**src/source/arcade_pkg.sv**
```systemverilog
// Shared widths and types for the arcade frame glue
// SDRAM word views and ROM slot indices

package arcade_pkg;

    localparam int sdram_aw = 22;   // SDRAM word address
    localparam int pos_w    = 9;    // H and V counters

    // ROM slot address widths
    localparam int char_aw = 14;
    localparam int main_aw = 17;
    localparam int obj_aw  = 18;

    localparam int slot_n     = 3;
    localparam int slot_sel_w = $clog2(slot_n);

    typedef logic [slot_sel_w-1:0] slot_idx_t;

    // Fixed priority order, lowest index wins
    localparam slot_idx_t slot_char = 0;
    localparam slot_idx_t slot_main = 1;
    localparam slot_idx_t slot_obj  = 2;

    // One 32-bit SDRAM read, seen as halves or as bytes
    typedef union packed {
        logic [1:0][15:0] halves;   // 16-bit slots use halves[0]
        logic [3:0][7:0]  bytes;    // 8-bit slot picks byte 0 or 1
    } sdram_word_t;

endpackage

```
**src/source/cen_gen.sv**
```systemverilog
// Clock enable generator
// 12, 8 and 6 MHz strobes from the 48 MHz clock

`timescale 1ns/1ps

module cen_gen (
    input  logic clk,
    input  logic rst,
    output logic cen12,
    output logic cen8,
    output logic cen6
);

    logic [2:0] cnt;    // Divide by 4 and by 8
    logic [2:0] cnt6;   // Divide by 6

    always_ff @(posedge clk) begin
        if (rst) begin
            cnt   <= '0;
            cnt6  <= '0;
            cen12 <= 1'b0;
            cen8  <= 1'b0;
            cen6  <= 1'b0;
        end else begin
            cnt   <= cnt + 1'b1;
            cnt6  <= (cnt6 == 3'd5) ? 3'd0 : cnt6 + 1'b1;
            cen12 <= cnt[1:0] == 2'd3;
            cen6  <= cnt == 3'd7;
            cen8  <= cnt6 == 3'd5;  // Not aligned with the other two
        end
    end

endmodule

```
**src/source/game_top.sv**
```systemverilog
// Arcade frame glue top level
// Clock enables, video timing, ROM download and cached ROM slots

`timescale 1ns/1ps

module game_top import arcade_pkg::*; #(
    parameter logic [pos_w-1:0]    HCNT_END    = 9'h1FF,
    parameter logic [pos_w-1:0]    HB_START    = 9'h0C7,
    parameter logic [pos_w-1:0]    HB_END      = 9'h147,
    parameter logic [pos_w-1:0]    HS_START    = 9'h0E7,
    parameter logic [pos_w-1:0]    HS_END      = 9'h127,
    parameter logic [pos_w-1:0]    VCNT_END    = 9'h0FF,
    parameter logic [pos_w-1:0]    VB_START    = 9'h0F0,
    parameter logic [pos_w-1:0]    VB_END      = 9'h010,
    parameter logic [pos_w-1:0]    VS_START    = 9'h000,
    parameter logic [pos_w-1:0]    VS_END      = 9'h008,
    parameter logic [sdram_aw-1:0] char_offset = 22'h01_4000,
    parameter logic [sdram_aw-1:0] main_offset = 22'h00_0000,
    parameter logic [sdram_aw-1:0] obj_offset  = 22'h03_6000
) (
    input  logic                rst,
    input  logic                clk,
    // Video
    output logic                pxl2_cen,   // 12 MHz
    output logic                pxl_cen,    // 6 MHz
    output logic                lhbl,
    output logic                lvbl,
    output logic                hs,
    output logic                vs,
    output logic [pos_w-1:0]    h,
    output logic [pos_w-1:0]    v,
    // ROM download
    input  logic                downloading,
    output logic                dwnld_busy,
    input  logic [24:0]         ioctl_addr,
    input  logic [7:0]          ioctl_data,
    input  logic                ioctl_wr,
    output logic [sdram_aw-1:0] prog_addr,
    output logic [7:0]          prog_data,
    output logic [1:0]          prog_mask,
    output logic                prog_we,
    // ROM slots
    input  logic                char_cs,
    input  logic [char_aw-1:0]  char_addr,
    output logic                char_ok,
    output logic [15:0]         char_dout,
    input  logic                main_cs,
    input  logic [main_aw-1:0]  main_addr,
    output logic                main_ok,
    output logic [7:0]          main_dout,
    input  logic                obj_cs,
    input  logic [obj_aw-1:0]   obj_addr,
    output logic                obj_ok,
    output logic [15:0]         obj_dout,
    // SDRAM
    output logic                sdram_req,
    input  logic                sdram_ack,
    input  logic                data_rdy,
    input  logic [31:0]         data_read,
    output logic [sdram_aw-1:0] sdram_addr,
    output logic                refresh_en
);

    logic cen8;     // Pixel clock of the timer

    assign dwnld_busy = downloading;

    cen_gen u_cen (
        .clk   ( clk      ),
        .rst   ( rst      ),
        .cen12 ( pxl2_cen ),
        .cen8  ( cen8     ),
        .cen6  ( pxl_cen  )
    );

    video_timer #(
        .HCNT_END ( HCNT_END ),
        .HB_START ( HB_START ),
        .HB_END   ( HB_END   ),
        .HS_START ( HS_START ),
        .HS_END   ( HS_END   ),
        .VCNT_END ( VCNT_END ),
        .VB_START ( VB_START ),
        .VB_END   ( VB_END   ),
        .VS_START ( VS_START ),
        .VS_END   ( VS_END   )
    ) u_timer (
        .clk     ( clk  ),
        .rst     ( rst  ),
        .pxl_cen ( cen8 ),
        .h       ( h    ),
        .v       ( v    ),
        .lhbl    ( lhbl ),
        .lvbl    ( lvbl ),
        .hs      ( hs   ),
        .vs      ( vs   )
    );

    rom_download u_dwnld (
        .clk         ( clk         ),
        .rst         ( rst         ),
        .downloading ( downloading ),
        .ioctl_addr  ( ioctl_addr  ),
        .ioctl_data  ( ioctl_data  ),
        .ioctl_wr    ( ioctl_wr    ),
        .sdram_ack   ( sdram_ack   ),
        .prog_addr   ( prog_addr   ),
        .prog_data   ( prog_data   ),
        .prog_mask   ( prog_mask   ),
        .prog_we     ( prog_we     )
    );

    rom_slot_arbiter #(
        .char_offset ( char_offset ),
        .main_offset ( main_offset ),
        .obj_offset  ( obj_offset  )
    ) u_rom (
        .clk         ( clk         ),
        .rst         ( rst         ),
        .downloading ( downloading ),
        .lvbl        ( lvbl        ),
        .char_cs     ( char_cs     ),
        .char_addr   ( char_addr   ),
        .char_ok     ( char_ok     ),
        .char_dout   ( char_dout   ),
        .main_cs     ( main_cs     ),
        .main_addr   ( main_addr   ),
        .main_ok     ( main_ok     ),
        .main_dout   ( main_dout   ),
        .obj_cs      ( obj_cs      ),
        .obj_addr    ( obj_addr    ),
        .obj_ok      ( obj_ok      ),
        .obj_dout    ( obj_dout    ),
        .sdram_req   ( sdram_req   ),
        .sdram_ack   ( sdram_ack   ),
        .data_rdy    ( data_rdy    ),
        .data_read   ( data_read   ),
        .sdram_addr  ( sdram_addr  ),
        .refresh_en  ( refresh_en  )
    );

endmodule

```
**src/source/rom_download.sv**
```systemverilog
// ROM downloader
// Byte writes from the loader become masked 16-bit SDRAM writes

`timescale 1ns/1ps

module rom_download import arcade_pkg::*; (
    input  logic                clk,
    input  logic                rst,
    input  logic                downloading,
    input  logic [24:0]         ioctl_addr,
    input  logic [7:0]          ioctl_data,
    input  logic                ioctl_wr,
    input  logic                sdram_ack,
    output logic [sdram_aw-1:0] prog_addr,
    output logic [7:0]          prog_data,
    output logic [1:0]          prog_mask,
    output logic                prog_we
);

    logic accept;

    // New byte only when no write is pending
    assign accept = downloading && ioctl_wr && !prog_we;

    always_ff @(posedge clk) begin
        if (rst)
            prog_we <= 1'b0;
        else if (accept)
            prog_we <= 1'b1;
        else if (sdram_ack)
            prog_we <= 1'b0;    // Controller took the write
    end

    always_ff @(posedge clk) begin
        if (accept) begin
            prog_addr <= ioctl_addr[sdram_aw:1];    // Byte to word address
            prog_data <= ioctl_data;
            prog_mask <= ioctl_addr[0] ? 2'b01 : 2'b10;   // Active low lane mask
        end
    end

endmodule

```
**src/source/rom_slot_arbiter.sv**
```systemverilog
// ROM slot arbiter
// Three single-entry caches share one SDRAM read port with fixed priority

`timescale 1ns/1ps

module rom_slot_arbiter import arcade_pkg::*; #(
    parameter logic [sdram_aw-1:0] char_offset = '0,
    parameter logic [sdram_aw-1:0] main_offset = '0,
    parameter logic [sdram_aw-1:0] obj_offset  = '0
) (
    input  logic                clk,
    input  logic                rst,
    input  logic                downloading,
    input  logic                lvbl,
    // Char layer
    input  logic                char_cs,
    input  logic [char_aw-1:0]  char_addr,
    output logic                char_ok,
    output logic [15:0]         char_dout,
    // Main CPU
    input  logic                main_cs,
    input  logic [main_aw-1:0]  main_addr,
    output logic                main_ok,
    output logic [7:0]          main_dout,
    // Object layer
    input  logic                obj_cs,
    input  logic [obj_aw-1:0]   obj_addr,
    output logic                obj_ok,
    output logic [15:0]         obj_dout,
    // SDRAM read port
    output logic                sdram_req,
    input  logic                sdram_ack,
    input  logic                data_rdy,
    input  logic [31:0]         data_read,
    output logic [sdram_aw-1:0] sdram_addr,
    output logic                refresh_en
);

    typedef enum logic [1:0] {
        st_idle,
        st_wait_ack,
        st_wait_data
    } state_t;

    state_t             state;
    slot_idx_t          sel;    // Slot being fetched
    slot_idx_t          pick;
    sdram_word_t        rd_word;
    logic               issue;
    logic               fill_now;
    logic [slot_n-1:0]  valid;
    logic [slot_n-1:0]  match;
    logic [slot_n-1:0]  need;
    logic [slot_n-1:0]  fill;

    // Cached entries
    logic [char_aw-1:0] char_tag;
    logic [main_aw-1:0] main_tag;
    logic [obj_aw-1:0]  obj_tag;
    logic [15:0]        char_data;
    logic [7:0]         main_data;
    logic [15:0]        obj_data;

    assign rd_word = data_read;

    assign match[slot_char] = char_tag == char_addr;
    assign match[slot_main] = main_tag == main_addr;
    assign match[slot_obj]  = obj_tag == obj_addr;

    // Char fetches only outside vertical blanking
    assign need[slot_char] = char_cs && lvbl && !(valid[slot_char] && match[slot_char]);
    assign need[slot_main] = main_cs && !(valid[slot_main] && match[slot_main]);
    assign need[slot_obj]  = obj_cs && !(valid[slot_obj] && match[slot_obj]);

    always_comb begin
        if (need[slot_char])
            pick = slot_char;
        else if (need[slot_main])
            pick = slot_main;
        else
            pick = slot_obj;
    end

    assign issue    = (state == st_idle) && !downloading && (|need);
    assign fill_now = (state == st_wait_data) && !downloading && data_rdy;

    assign fill[slot_char] = fill_now && (sel == slot_char);
    assign fill[slot_main] = fill_now && (sel == slot_main);
    assign fill[slot_obj]  = fill_now && (sel == slot_obj);

    assign refresh_en = (state == st_idle) && !(|need);

    always_ff @(posedge clk) begin
        if (rst) begin
            state     <= st_idle;
            sel       <= slot_char;
            sdram_req <= 1'b0;
            valid     <= '0;
        end else if (downloading) begin
            state     <= st_idle;   // ROM contents are changing
            sdram_req <= 1'b0;
            valid     <= '0;
        end else begin
            case (state)
                st_idle: begin
                    if (issue) begin
                        sel         <= pick;
                        valid[pick] <= 1'b0;
                        sdram_req   <= 1'b1;
                        state       <= st_wait_ack;
                    end
                end
                st_wait_ack: begin
                    if (sdram_ack) begin
                        sdram_req <= 1'b0;
                        state     <= st_wait_data;
                    end
                end
                st_wait_data: begin
                    if (data_rdy) begin
                        valid[sel] <= 1'b1;
                        state      <= st_idle;
                    end
                end
                default: state <= st_idle;
            endcase
        end
    end

    // Tag and address are taken when the fetch starts
    always_ff @(posedge clk) begin
        if (issue) begin
            case (pick)
                slot_char: begin
                    char_tag   <= char_addr;
                    sdram_addr <= char_offset + sdram_aw'(char_addr);
                end
                slot_main: begin
                    main_tag   <= main_addr;
                    sdram_addr <= main_offset + sdram_aw'(main_addr[main_aw-1:1]);
                end
                default: begin
                    obj_tag    <= obj_addr;
                    sdram_addr <= obj_offset + sdram_aw'(obj_addr);
                end
            endcase
        end
        if (fill[slot_char])
            char_data <= rd_word.halves[0];
        if (fill[slot_main])
            main_data <= rd_word.bytes[{1'b0, main_tag[0]}];
        if (fill[slot_obj])
            obj_data <= rd_word.halves[0];
    end

    // Fill data bypasses the cache so ok follows data_rdy by one cycle
    always_ff @(posedge clk) begin
        if (rst) begin
            char_ok <= 1'b0;
            main_ok <= 1'b0;
            obj_ok  <= 1'b0;
        end else begin
            char_ok <= char_cs && match[slot_char] && (valid[slot_char] || fill[slot_char]);
            main_ok <= main_cs && match[slot_main] && (valid[slot_main] || fill[slot_main]);
            obj_ok  <= obj_cs && match[slot_obj] && (valid[slot_obj] || fill[slot_obj]);
        end
    end

    always_ff @(posedge clk) begin
        char_dout <= fill[slot_char] ? rd_word.halves[0] : char_data;
        main_dout <= fill[slot_main] ? rd_word.bytes[{1'b0, main_tag[0]}] : main_data;
        obj_dout  <= fill[slot_obj] ? rd_word.halves[0] : obj_data;
    end

endmodule

```
**src/source/video_timer.sv**
```systemverilog
// Video timer with pixel and line counters
// Blanking and sync come from comparing the counters with the parameters

`timescale 1ns/1ps

module video_timer import arcade_pkg::*; #(
    parameter logic [pos_w-1:0] HCNT_END = 9'h1FF,
    parameter logic [pos_w-1:0] HB_START = 9'h0C7,
    parameter logic [pos_w-1:0] HB_END   = 9'h147,
    parameter logic [pos_w-1:0] HS_START = 9'h0E7,
    parameter logic [pos_w-1:0] HS_END   = 9'h127,
    parameter logic [pos_w-1:0] VCNT_END = 9'h0FF,
    parameter logic [pos_w-1:0] VB_START = 9'h0F0,
    parameter logic [pos_w-1:0] VB_END   = 9'h010,
    parameter logic [pos_w-1:0] VS_START = 9'h000,
    parameter logic [pos_w-1:0] VS_END   = 9'h008
) (
    input  logic             clk,
    input  logic             rst,
    input  logic             pxl_cen,
    output logic [pos_w-1:0] h,
    output logic [pos_w-1:0] v,
    output logic             lhbl,
    output logic             lvbl,
    output logic             hs,
    output logic             vs
);

    logic [pos_w-1:0] h_nxt;
    logic [pos_w-1:0] v_nxt;

    // True inside [s, e), span may wrap past the counter end
    function automatic logic in_span(
        input logic [pos_w-1:0] x,
        input logic [pos_w-1:0] s,
        input logic [pos_w-1:0] e
    );
        if (s <= e)
            return (x >= s) && (x < e);
        else
            return (x >= s) || (x < e);
    endfunction

    always_comb begin
        h_nxt = h + 1'b1;
        v_nxt = v;
        if (h == HCNT_END) begin
            h_nxt = '0;
            v_nxt = (v == VCNT_END) ? '0 : v + 1'b1;
        end
    end

    always_ff @(posedge clk) begin
        if (rst) begin
            h    <= '0;
            v    <= '0;
            lhbl <= !in_span('0, HB_START, HB_END);
            lvbl <= !in_span('0, VB_START, VB_END);
            hs   <= 1'b0;
            vs   <= 1'b0;
        end else if (pxl_cen) begin
            h    <= h_nxt;
            v    <= v_nxt;
            lhbl <= !in_span(h_nxt, HB_START, HB_END);
            hs   <= in_span(h_nxt, HS_START, HS_END);
            if (h == HCNT_END) begin    // Line change
                lvbl <= !in_span(v_nxt, VB_START, VB_END);
                vs   <= in_span(v_nxt, VS_START, VS_END);
            end
        end
    end

endmodule

```
**config.mk**
```make
export PLATFORM = sky130hd
export DESIGN_NAME = game_top
export DESIGN_NICKNAME = d
export VERILOG_FILES = /design/src/source/arcade_pkg.sv /design/src/source/cen_gen.sv /design/src/source/game_top.sv /design/src/source/rom_download.sv /design/src/source/rom_slot_arbiter.sv /design/src/source/video_timer.sv
export SDC_FILE = /design/constraint.sdc
export NUM_CORES = 1
export LEC_CHECK = 0
export BUFFER_PORTS_ARGS = -buffer_cell sky130_fd_sc_hd__buf_4
export CAP_MARGIN = 20
export CORE_MARGIN = 5
export CORE_UTILIZATION = 55
export DETAILED_ROUTE_END_ITERATION = 7
export HOLD_SLACK_MARGIN = 0.03
export PLACE_DENSITY = 0.86
export REMOVE_ABC_BUFFERS = 1
export SKIP_CTS_REPAIR_TIMING = 1
export SYNTH_ARGS = -nofsm -noshare
export SYNTH_HDL_FRONTEND = slang
export SYNTH_HIERARCHICAL = 1
export SYNTH_SLANG_ARGS = --single-unit
```
**constraint.sdc**
```tcl
create_clock -name clk -period 6.3 [get_ports clk]
set_input_delay 0.63 -clock clk [delete_from_list [all_inputs] [get_ports clk]]
set_output_delay 0.63 -clock clk [all_outputs]
set_load 0.1 [all_outputs]
```
==> qor.csv <==
metric,value,unit
clock_sinks,183,
startpoint_type,flip-flop,
coreArea,13800,um2
setup_violations,0,
die-area,16400,um2
hold_path_class,in -> reg,
wl_per_cell,19.6,um
synth_seq_cells,183,
cts_buffer_depth,2,
start_util,55.7,%
synth_area_leader_cell,edfxtp_1,
p_total,0.00266,W
insertion_delay,0.41,ns
drc,0,
power_density,263,nW/um2
cts_tree,yes,
hold_violations,0,
viasPerCell,5.55,
die_h,128,um
drt_pre_antenna_iters,5,
min_period,3.69,ns
yosysTopAreaCellShare,54.8,%
h-tree-depth,4,
min_period_over_period,58.6,%
grt_pass1_vias,5326,
path_clk_slew,0.06,ns
boundaryPins,248,
leakage,3.94,nW
dp.final_hpwl,14700,um
drv_cap,0,
synthDistinctLibCells,62,
via_count,5552,
max_freq,271,MHz
peakVddDrop,0.173,mV
wirelength,19600,um
layout.nets,940,
synth_area_per_cell,13.3,um2
area.growth.synth_to_final,31.4,%
syn-cell-area,7670,um2
grt_max_degree,40,
placed_area,9510,um2
initialDrtViolationCount,376,
drv_slew,0,
cp_max_fo,39,
diodes,0,
postRouteAntennaNets,0,
die_x,128,um
finalInstanceArea,10100,um2
crit_type,reg -> out,
synth_sequential_area_ratio,66.0,%
drive_gt1_share,35.3,%
fin_skew,0.0113,ns
gr-usage-all-layers,23.3,%
run_status,"finished, final reports clean",
netlist_top_cells_area,"edfxtp_1 55%, dfxtp_1 11%, xor2_1 3.7%",
synth-edff-count,140,
core.rowCount,43,
tightest_slew,0.947,ns
grt_pass1_wl,29400,um
rsz0062_at_grt,false,
io_buffers,226,
gp_congestion,0.907,
worst_ep_arrival_time,3.06,ns
finalSetupTns,0,ns
ctsRootBufferMaster,clkbuf_16,
ys.flop_type,edfxtp_1,
antenna_found_initial,0,
ys_warn_count,6,
cts_made_buffers,17,
async_reset_ff_share,0,%
cp.required,5.67,ns
worstSetupEndpointType,output port,
postSynthCellCount,576,
grt_overflow,0,
slew_headroom,36.9,%
## through the flow
step	util [%]	hold slack [ns]	setup slack (ns)	std cells
floorplan	-	0.395	1.98	556
global placement	69.1	0.406	2.78	968
detailed placement	69.1	0.426	2.75	968
CTS	73.0	0.372	2.61	1000
global route	73.2	0.368	2.48	1001
finish	73.2	0.393	2.61	1001
## final timing paths
kind | start | to | slack (ns) | cells past startpoint
hold / removal | ioctl_addr[20] | u_dwnld/prog_addr[19] | 0.39 | 1
hold reg to reg | u_cen/cnt[0] | u_cen/cnt[0] | 0.43 | 1
setup / recovery | u_rom/char_tag[1] | refresh_en | 2.61 | 7
setup reg to reg | u_timer/h[0] | u_timer/vs | 2.91 | 9
## registers in the layout (all words and copies together) (netlist names), 8 cells and up
name               count
u_rom/char_tag        14
u_rom/sdram_addr      19
u_timer/v              9
u_dwnld/prog_data      8
u_rom/char_dout       16
u_rom/obj_dout        16
u_rom/main_dout        8
u_rom/main_tag        17
u_dwnld/prog_addr     22
u_rom/obj_tag         18
u_timer/h              9
## worst max-delay path: stages, from the launching register on
cell      delay (ns)
edfxtp_1        0.38
xnor2_1         0.16
o221ai_1        0.15
nor4_1          0.44
a31o_2          0.74
and3_1          0.32
and2_1          0.14
buf_4           0.29
## cell type report
cell class,count,area [um2]
flip-flops and latches,183,5060
fillers,922,3690
clock buffers,19,433
well taps,180,225
multi-input cells,353,2410
repair buffers,233,1770
clock inverters,13,108
inverters,20,75.1
## power by group
group / switching [W] / internal (W)
Combinational: 0.000233 / 0.000104
Clock: 0.000427 / 0.000541
Sequential: 0.0000148 / 0.00134
## per-layer routing
metal	vias to the layer above	share of wire, %	track usage [%]
li1	2592	-	-
met1	2658	38	28.5
met2	279	52	40.7
met3	23	7.9	5.46
met4	0	1.8	7.49
met5	-	0	0
## cells in the mapped netlist, types with 7 or more instances
library cell	instances
xnor2_1	25
nor2_1	51
mux2i_1	16
nand4_1	7
dfxtp_1	43
mux2_2	9
a21oi_1	37
xor2_1	32
clkbuf_1	10
nor2b_1	11
o21ai_0	11
nand2_1	25
nand3_1	16
nor3_1	12
edfxtp_1	140
ha_1	9
inv_1	20
## logic make-up (layout without fill, tap and decap cells)
kind of cell / Yosys count / in the layout / synth area share (%)
buf+inv: 42 / 285 / 2.84
compound gates: 93 / 93 / 8.42
mux: 25 / 25 / 3.41
simple gates: 166 / 166 / 11.3
xor+xnor: 57 / 57 / 6.51
fa+ha+maj: 9 / 9 / 1.47
flops: 183 / 183 / 66.0
other cells: 1 / 3 / 0.0489
## cells in the final DEF (no fill, tap or decap), types with 4 or more instances in the layout
cell type	instances
or3_1	6
o21ai_0	11
and3_1	5
buf_4	232
nor4_1	6
dfxtp_1	43
ha_1	9
nor3_1	11
xnor2_1	25
nand3_1	16
clkinvlp_4	5
o21ai_1	4
xor2_1	32
o211ai_1	4
nor2_1	51
and2_1	5
edfxtp_1	140
nand2_1	25
clkbuf_16	17
nand4_1	7
a21oi_1	37
mux2_2	9
inv_1	20
nor2b_1	11
mux2i_1	16
No activity file was read; power rests on OpenSTA's default activity.
